File: src/source/alloc_consts.svh
`ifndef ALLOC_CONSTS_SVH
`define ALLOC_CONSTS_SVH

// ----------------------------------------
// Allocator dimensions
// ----------------------------------------

// Requesters on the input side
// One request row per requester
`define ALLOC_NUM_IN  4

// Resources on the output side
// One column per resource after the transpose
`define ALLOC_NUM_OUT 4

`endif
File: src/source/alloc_pkg.sv
`default_nettype none

`include "alloc_consts.svh"

package alloc_pkg;

  // ----------------------------------------
  // Row and column vectors
  // ----------------------------------------

  // One bit per resource
  // A single requester's request row or grant row
  typedef logic [`ALLOC_NUM_OUT-1:0] out_vec_t;

  // One bit per requester
  // A single resource's column after the transpose
  typedef logic [`ALLOC_NUM_IN-1:0] in_vec_t;

  // ----------------------------------------
  // Matrices
  // ----------------------------------------

  // Indexed by requester, then resource
  // Bit [i][j] set means requester i and resource j
  // Carries both the request and the grant matrix
  typedef out_vec_t [`ALLOC_NUM_IN-1:0] req_matrix_t;

  // Indexed by resource, then requester
  // Transposed view seen by the output stage
  typedef in_vec_t [`ALLOC_NUM_OUT-1:0] col_matrix_t;

endpackage

`default_nettype wire

File: src/source/alloc_top.sv
`timescale 1ns/1ns
`default_nettype none

// Allocator subsystem boundary
// Counts come from the consts header through the package types
// Request bit [i][j] means requester i wants resource j
// Grant follows request by one clock
// No back-pressure, a losing requester just holds its request
module alloc_top
  import alloc_pkg::*;
(
  input  logic        clk,
  input  logic        arst_n,
  input  req_matrix_t request,
  output req_matrix_t grant
);

  // ----------------------------------------
  // Allocator core
  // ----------------------------------------

  // Input-first separable matching
  // Grant rows and columns are at most one-hot
  switch_allocator u_alloc (
    .clk     (clk),
    .arst_n  (arst_n),
    .request (request),
    .grant   (grant)
  );

endmodule

`default_nettype wire

File: src/source/switch_allocator.sv
`timescale 1ns/1ns
`default_nettype none

`include "alloc_consts.svh"

// Separable allocator, input first
// Stage one picks one resource per requester
// Stage two picks one requester per resource
// Matching is registered, one cycle from request to grant
module switch_allocator
  import alloc_pkg::*;
(
  input  logic        clk,
  input  logic        arst_n,
  input  req_matrix_t request,
  output req_matrix_t grant
);

  // Input stage winners, one-hot per requester row
  req_matrix_t in_win;

  // Same winners seen per resource
  col_matrix_t in_win_col;

  // Output stage winners, one-hot per resource column
  col_matrix_t out_win_col;

  // Final matching before the register
  req_matrix_t match;

  // Pointer strobes for the input arbiters
  in_vec_t in_upd;

  // Pointer strobes for the output arbiters
  out_vec_t out_upd;

  // ----------------------------------------
  // Input stage
  // ----------------------------------------

  // One arbiter per requester over its request row
  // Pointer moves only if the pick also won the output stage
  for (genvar i = 0; i < `ALLOC_NUM_IN; i++) begin : g_in_arb
    rr_arbiter #(
      .WIDTH (`ALLOC_NUM_OUT)
    ) u_in_arb (
      .clk       (clk),
      .arst_n    (arst_n),
      .request   (request[i]),
      .update_en (in_upd[i]),
      .grant     (in_win[i])
    );
  end

  // Rows to columns
  // Column j lists every requester whose pick was resource j
  always_comb begin
    for (int j = 0; j < `ALLOC_NUM_OUT; j++) begin
      for (int i = 0; i < `ALLOC_NUM_IN; i++) begin
        in_win_col[j][i] = in_win[i][j];
      end
    end
  end

  // ----------------------------------------
  // Output stage
  // ----------------------------------------

  // One arbiter per resource over its column
  for (genvar j = 0; j < `ALLOC_NUM_OUT; j++) begin : g_out_arb
    rr_arbiter #(
      .WIDTH (`ALLOC_NUM_IN)
    ) u_out_arb (
      .clk       (clk),
      .arst_n    (arst_n),
      .request   (in_win_col[j]),
      .update_en (out_upd[j]),
      .grant     (out_win_col[j])
    );
  end

  // Any granted requester moves the output pointer
  always_comb begin
    for (int j = 0; j < `ALLOC_NUM_OUT; j++) begin
      out_upd[j] = |out_win_col[j];
    end
  end

  // Columns back to rows
  // At most one bit per row, since each row entered one-hot
  always_comb begin
    for (int i = 0; i < `ALLOC_NUM_IN; i++) begin
      for (int j = 0; j < `ALLOC_NUM_OUT; j++) begin
        match[i][j] = out_win_col[j][i];
      end
    end
  end

  // ----------------------------------------
  // iSLIP pointer rule, input side
  // ----------------------------------------

  // Input pick survived the output stage
  // A losing pick keeps its priority for the next cycle
  always_comb begin
    for (int i = 0; i < `ALLOC_NUM_IN; i++) begin
      in_upd[i] = |(in_win[i] & match[i]);
    end
  end

  // ----------------------------------------
  // Grant register
  // ----------------------------------------

  // Same edge as the pointer updates
  always_ff @(posedge clk or negedge arst_n) begin
    if (!arst_n) begin
      grant <= '0;
    end else begin
      grant <= match;
    end
  end

endmodule

`default_nettype wire

File: src/source/rr_arbiter.sv
`timescale 1ns/1ns
`default_nettype none

// Round-robin arbiter built on a programmable priority encoder
// Grant is combinational from request and the stored pointer
// Pointer moves only when update_en is high at the clock edge
module rr_arbiter #(
  parameter int WIDTH = 4
) (
  input  logic             clk,
  input  logic             arst_n,
  input  logic [WIDTH-1:0] request,
  input  logic             update_en,
  output logic [WIDTH-1:0] grant
);

  // Pointer width, at least one bit for the single input case
  localparam int PTR_W = (WIDTH > 1) ? $clog2(WIDTH) : 1;

  // Index into the request vector
  typedef logic [PTR_W-1:0] ptr_t;

  // Highest valid index, used for the wrap
  localparam ptr_t LAST_IDX = ptr_t'(WIDTH - 1);

  // Current highest priority position
  ptr_t ptr_q;

  // Pointer value after a granted cycle
  ptr_t ptr_next;

  // Index of the winning request
  ptr_t win_idx;

  // Some request bit is set
  logic found;

  // Request vector laid twice side by side
  logic [2*WIDTH-1:0] req_dbl;

  // Doubled vector shifted so that bit 0 sits at the pointer
  logic [2*WIDTH-1:0] req_rot;

  // ----------------------------------------
  // Priority search
  // ----------------------------------------

  // Doubling removes the wrap from the search
  assign req_dbl = {request, request};

  // Rotate by the pointer
  assign req_rot = req_dbl >> ptr_q;

  // First set bit at or above the pointer, cyclically
  always_comb begin
    found   = 1'b0;
    win_idx = '0;
    for (int k = 0; k < WIDTH; k++) begin
      if (!found && req_rot[k]) begin
        found = 1'b1;
        // Map back from rotated to absolute position
        win_idx = ptr_t'((int'(ptr_q) + k) % WIDTH);
      end
    end
  end

  // One-hot grant, all zero with no request
  always_comb begin
    grant = '0;
    if (found) begin
      grant[win_idx] = 1'b1;
    end
  end

  // ----------------------------------------
  // Pointer update
  // ----------------------------------------

  // One past the winner, modulo WIDTH
  always_comb begin
    if (win_idx == LAST_IDX) begin
      ptr_next = '0;
    end else begin
      ptr_next = win_idx + ptr_t'(1);
    end
  end

  // Holds unless the caller confirms the grant
  // An idle cycle never moves the pointer
  always_ff @(posedge clk or negedge arst_n) begin
    if (!arst_n) begin
      ptr_q <= '0;
    end else if (update_en && found) begin
      ptr_q <= ptr_next;
    end
  end

endmodule

`default_nettype wire

File: config.mk
export PLATFORM = sky130hd
export DESIGN_NAME = alloc_top
export DESIGN_NICKNAME = d
export VERILOG_FILES = /design/src/source/alloc_pkg.sv /design/src/source/alloc_top.sv /design/src/source/switch_allocator.sv /design/src/source/rr_arbiter.sv
export VERILOG_INCLUDE_DIRS = /design/src /design/src/source
export SDC_FILE = /design/constraint.sdc
export NUM_CORES = 1
export LEC_CHECK = 0
export ABC_AREA = 1
export BUFFER_PORTS_ARGS = -buffer_cell sky130_fd_sc_hd__buf_2
export CAP_MARGIN = 20
export CORE_MARGIN = 2
export CORE_UTILIZATION = 30
export CTS_BUF_LIST = sky130_fd_sc_hd__clkbuf_16
export DETAILED_ROUTE_END_ITERATION = 12
export PLACE_DENSITY_LB_ADDON = 0.08
export SLEW_MARGIN = 20
export SYNTH_ARGS = -nofsm -noshare
export SYNTH_HDL_FRONTEND = slang
export SYNTH_SLANG_ARGS = --single-unit
export TNS_END_PERCENT = 50
File: constraint.sdc
create_clock -name clk -period 4.05 [get_ports clk]
set_input_delay 1.0125 -clock clk [delete_from_list [all_inputs] [get_ports clk]]
set_output_delay 1.0125 -clock clk [all_outputs]
set_load 0.02 [all_outputs]
==> results of run 1 <==
[kinds of logic (layout without fill, tap and decap cells)]
family / Yosys count / after routing / synth area share (%)
DFF: 32 / 32 / 21.51
adders and majority gates: 28 / 28 / 9.409
xor gates and xnor gates: 8 / 8 / 1.882
buffers and inverters: 111 / 212 / 12.43
and+or+nand+nor: 312 / 312 / 42.44
AOI/OAI and AO/OA: 62 / 62 / 12.33
[cell usage after synthesis, types with 2 or more instances]
master / number
buf_6: 4
o22ai_1: 2
nor2_1: 40
nand2_2: 32
o21ai_1: 12
inv_2: 20
nor2_2: 7
o21bai_1: 8
o21ai_2: 7
dfrtp_1: 32
buf_2: 5
ha_1: 28
inv_1: 78
o21a_1: 2
buf_4: 2
o21ai_0: 11
xor2_1: 7
nor2_4: 3
o21ai_4: 7
a221oi_1: 2
nor3_1: 2
o211ai_1: 3
nand4_4: 3
nand2_4: 8
nand4_1: 6
nand2_1: 125
a21oi_1: 7
nand3_2: 7
nand3_1: 74
[worst paths after layout]
kind,startpoint,endpoint
max reg2reg,u_alloc.g_in_arb[2].u_in_arb.ptr_q[0],u_alloc.g_in_arb[3].u_in_arb.ptr_q[1]
min,u_alloc.g_in_arb[3].u_in_arb.ptr_q[1],u_alloc.g_in_arb[3].u_in_arb.ptr_q[1]
min reg2reg,u_alloc.g_in_arb[3].u_in_arb.ptr_q[1],u_alloc.g_in_arb[3].u_in_arb.ptr_q[1]
min in group asynchronous,arst_n,u_alloc.grant[13]
max,request[11],u_alloc.g_in_arb[3].u_in_arb.ptr_q[1]
max in group asynchronous,arst_n,u_alloc.g_out_arb[2].u_out_arb.ptr_q[1]
[area by class of cell]
type                    count  area (um^2)
clock buffers               5        125.1
clock inverters             3        11.26
fillers                  1302         7233
inverters                  99        374.1
multi-input cells         410         2601
flip-flops and latches     32        800.8
well taps                 168        210.2
repair buffers            105        705.7
[sequential cells by signal, summed over array words and instances, names as in the netlist]
name / flops
u_alloc.g_in_arb.u_in_arb.ptr_q: 8
u_alloc.grant: 16
u_alloc.g_out_arb.u_out_arb.ptr_q: 8
[metrics by stage]
stage | util, % | setup WS [ns] | setup TNS (ns) | hold WS [ns] | std cells
after floorplan | - | 0.2801 | 0 | 0.5443 | 553
after global placement | 37.42 | -0.3199 | -2.210 | 0.5988 | 809
after detailed placement | 37.42 | -0.3379 | -2.810 | 0.6000 | 809
after CTS | 38.55 | 0.05880 | 0 | 0.6243 | 817
after global routing | 40.03 | -0.03707 | -0.1243 | 0.6842 | 822
final | 40.03 | 0.2668 | 0 | 0.6157 | 822
[layout by cell type (no fill, tap or decap), drive strengths merged]
cell    count
a21oi       7
a221oi      2
a31oi       1
and2        1
buf       105
clkbuf      5
clkinv      1
dfrtp      32
ha         28
inv       101
nand2     165
nand3      81
nand3b      1
nand4      10
nor2       50
nor3        2
o211ai      3
o21a        2
o21ai      37
o21bai      8
o22ai       2
or2         2
xnor2       1
xor2        7
[routing by layer]
metal  track usage (%)  up-vias  routed length [um]
met5                 0        -                   0
met4             4.498        0                 119
met3             2.510        6                 229
met2             25.03       38                4677
met1             18.38     1702                4208
li1                  -     1952                   -
[worst max-delay path, stage by stage]
cell	delay, ns
buf_2	0.10
buf_4	0.12
nand2_2	0.06
nand2_2	0.07
o21ai_4	0.16
nand2_2	0.10
nor3_2	0.13
inv_2	0.07
nand2_1	0.08
nand2_2	0.08
buf_4	0.14
ha_1	0.22
nand2_1	0.07
inv_1	0.05
nand2_1	0.07
nand3_1	0.07
nand2_1	0.15
inv_1	0.08
nand3_1	0.07
o21ai_0	0.09
o22ai_1	0.15
o21ai_2	0.11
buf_4	0.14
ha_1	0.19
nand3_2	0.10
nand2_4	0.07
o21bai_1	0.14
nand2_1	0.06
[repair_timing]
action | CTS | global route
setup buffers | 0 | 5
setup endpoints to repair | 3 | 25
endpoints found under the hold margin | 0 | 0
resized for setup | 2 | 44
pin swaps | 0 | 14
==> flow_metrics.tcl, run 1 <==
set metrics [dict create \
    grt_antenna_before_repair 0 \
    stdcell_area_um2 4828 \
    max_freq_mhz 264.3 \
    slew_violations 0 \
    cts_hold_buffers 0 \
    setup_viol_count_final 0 \
    synth_seq_cells 32 \
    htree_num_levels 2 \
    finalNetCount 699 \
    finalCritPeriodShare_pct 93.41 \
    seq_area_frac_synth_pct 21.51 \
    hpwl_mm 7.531 \
    ios 34 \
    initial_utilization_pct 30.87 \
    required_ns 4.22 \
    drive_above_1_share_pct 37.31 \
    ant_nets 0 \
    core_um2 12060 \
    worst_pin_slew_ns 0.7746 \
    vias 3698 \
    cp.arrival_ns 3.96 \
    grt_pass1_vias 3437 \
    finalCriticalPeriod_ns 3.783 \
    rsz0062_at_grt "true" \
    crit_path_max_fanout 4 \
    io_buffers 33 \
    status "complete, no violations" \
    grt_max_degree 33 \
    placed_area_um2 4513 \
    syn-instance-count 553 \
    gr-total-overflow 0 \
    viasPerCell 4.499 \
    synth_area_leaders "dfrtp_1 22%, nand2_1 13%, nand3_1 9.9%" \
    syn_area_um2 3724 \
    relSlewSlack_pct 48.36 \
    final-hold-violation-count 0 \
    drt-total-wl_mm 9.235 \
    finClkSkew_ns 0.007651 \
    yosysUniqueCellTypes 38 \
    synth_top_area_share_pct 21.51 \
    ff2ff_path_depth 26 \
    avgSynthCellArea_um2 6.733 \
    drcViolationCount 0 \
    track_usage_pct 14.47 \
    crit_type "in -> reg" \
    die_x_um 115.4 \
    clk_latency_ns 0.28 \
    post_drt_wl_per_cell_um 11.23 \
    dr.pass1.iters 5 \
    worst_hold_path_type "reg -> reg" \
    yosys_warnings 0 \
    die_h_um 115.4 \
    timing.max_cap.violations 0 \
    area_growth_pct 29.67 \
    synthArstFlopShare_pct 100.0 \
    cp-end-kind "flop" \
    syn-num-nets 599 \
    worstSetupStartpointType "input pin" \
    std_cell_rows 40 \
    r2r_slack_ns 0.48 \
    root_buffer "clkbuf_16" \
    grt_first_pass_wirelength_mm 15.54 \
    synth_top_cell_by_area "dfrtp_1" \
    cts.clk_slew.worst_paths_ns 0.05 \
    cts_sinks 32 \
    cts_buffer_depth 2 \
    synth_flop_cell "dfrtp_1" \
    cts_tree "built" \
    cts_buffers 5 \
    drtIter0Drc 158 \
    min_path_cells 2 \
    routabilityCongestion 0.8375 \
    synth-edff-count 0 \
    dieArea_um2 13320 \
    antenna_cells 0 \
]
Power of run 1 is not shown: default switching activity piles up to over one toggle a cycle in this logic, so the estimate is an artifact.
==> inputs of run 2 (changes only) <==
CORE_UTILIZATION = 50   (was 30)
==> flow_metrics.tcl, run 2 (synthesis gave the netlist of run 1 again) <==
set metrics [dict create \
    gr-total-overflow 0 \
    cts_buffer_depth 2 \
    tns_ns 0 \
    core_um2 7214 \
    std_cell_rows 31 \
    dp.cells 731 \
    hold_start "u_alloc.g_in_arb[3].u_in_arb.ptr_q[1]" \
    track_usage_pct 21.21 \
    final_common_cell "nand2_1" \
    ant_nets 0 \
    top_regs "u_alloc.grant: 16 flops, u_alloc.g_in_arb.u_in_arb.ptr_q: 8 flops, u_alloc.g_out_arb.u_out_arb.ptr_q: 8 flops" \
    vias 3681 \
    final-hold-violation-count 0 \
    finalCriticalPeriod_ns 3.817 \
    post_drt_wl_per_cell_um 11.53 \
    finalNetCount 690 \
    ff2ff_path_depth 26 \
    worstSetupStartpointType "input pin" \
    cts_hold_buffers 0 \
    cts_sinks 32 \
    worst_hold_path_type "reg -> reg" \
    relSlewSlack_pct 49.47 \
    die_x_um 90.30 \
    grt_pass1_vias 3446 \
    multiInputGateArea_um2 2628 \
    viasPerCell 4.954 \
    area_growth_pct 26.24 \
    grt_antenna_before_repair 0 \
    crit_path_max_fanout 3 \
    final_cells 743 \
    min_path_cells 2 \
    initial_utilization_pct 51.61 \
    cts.clk_slew.worst_paths_ns 0.05 \
    max_freq_mhz 262.0 \
    r2r_start "u_alloc.g_in_arb[2].u_in_arb.ptr_q[0]" \
    drcViolationCount 0 \
    regArea_um2 800.8 \
    io_buffers 33 \
    antenna_cells 0 \
    holdPathEnd "u_alloc.g_in_arb[3].u_in_arb.ptr_q[1]" \
    max_stage_delay_ns 0.24 \
    cpMostUsedCell "nand2_2" \
    die_h_um 90.30 \
    r2r_slack_ns 0.47 \
    root_buffer "clkbuf_16" \
    worst_pin_slew_ns 0.7579 \
    status "complete, no violations" \
    drt-total-wl_mm 8.564 \
    dr.pass1.iters 4 \
    slew_violations 0 \
    largest_reg_flops 16 \
    rsz0062_at_grt "true" \
    top_register "u_alloc.grant" \
    cp.arrival_ns 3.98 \
    slowest_stage "or2_0" \
    drtIter0Drc 153 \
    htree_num_levels 2 \
    grt_max_degree 33 \
    num-fill-cells 666 \
    final_cell_mix "113 x nand2_1, 77 x inv_1, 65 x nand3_1, 62 x buf_4, 42 x nand2_2" \
    drive_above_1_share_pct 36.96 \
    cp-end-kind "flop" \
    routabilityCongestion 0.8797 \
    clk_latency_ns 0.28 \
    grt_first_pass_wirelength_mm 14.55 \
    setup_viol_count_final 0 \
    timing.max_cap.violations 0 \
    dieArea_um2 8153 \
    crit_type "in -> reg" \
    required_ns 4.21 \
    ios 34 \
    reg2reg_to "u_alloc.g_in_arb[0].u_in_arb.ptr_q[1]" \
    hpwl_mm 6.782 \
    finClkSkew_ns 0.003631 \
    finalCritPeriodShare_pct 94.25 \
    cts_buffers 5 \
    cts_tree "built" \
]
## run 2: cell count changes in the layout (fill, tap and decap cells not counted), sizes merged
cell    delta
buf        -9
clkinv     +1
inv        -2
## run 2: worst max-delay path by stage
stage / from / end / cells after the start
2_1_floorplan: request[6] / u_alloc.g_in_arb[1].u_in_arb.ptr_q[0] / 23
3_3_place_gp: request[6] / u_alloc.g_in_arb[0].u_in_arb.ptr_q[1] / 24
3_5_place_dp: request[6] / u_alloc.g_in_arb[0].u_in_arb.ptr_q[1] / 24
4_1_cts: request[6] / u_alloc.g_in_arb[0].u_in_arb.ptr_q[1] / 24
5_1_grt: request[10] / u_alloc.g_in_arb[1].u_in_arb.ptr_q[0] / 30
6_report: request[10] / u_alloc.g_in_arb[0].u_in_arb.ptr_q[1] / 28
## run 2: area by class of cell
| type | instances | share of cell area (%) |
|---|---|---|
| Clock buffer | 5 | 2.662 |
| Clock inverter | 2 | 0.1597 |
| Inverter | 99 | 7.958 |
| Multi-Input combinational cell | 410 | 55.90 |
| Sequential cell | 32 | 17.03 |
| Tap cell | 99 | 2.635 |
| Timing Repair Buffer | 96 | 13.65 |
## run 2: stage by stage
step	utilization [%]	setup slack (ns)	hold slack [ns]	instance area, um^2
2_1_floorplan	-	0.2801	0.5443	3724
3_3_place_gp	60.42	-0.2155	0.5803	4359
3_5_place_dp	60.42	-0.3322	0.6003	4359
4_1_cts	62.26	0.02929	0.6133	4492
5_1_grt	65.16	-0.07461	0.6534	4701
6_report	65.16	0.2330	0.6108	4701
## run 2: critical path, delay by kind of cell
family          cells  cell delay [ns]
buf+inv             7             0.53
compound gates      5             0.65
simple gates       14             1.38
fa+ha+maj           2             0.40
## run 2: repair_timing
| action | in CTS | in global routing |
|---|---|---|
| setup endpoints to repair | 4 | 25 |
| pin swaps | 0 | 23 |
| resized for setup | 2 | 49 |
| buffers inserted | 0 | 5 |
## run 2: layer usage
metal	vias up	global-route usage [%]	routed length (um)	part of all wire [%]
met3	7	3.088	344	4.0
met1	1683	25.64	3613	42
met4	0	4.359	70	0.82
li1	1936	-	-	-
met2	55	39.85	4535	53
met5	-	0	0	0
Power of run 2 is left out for the same reason.
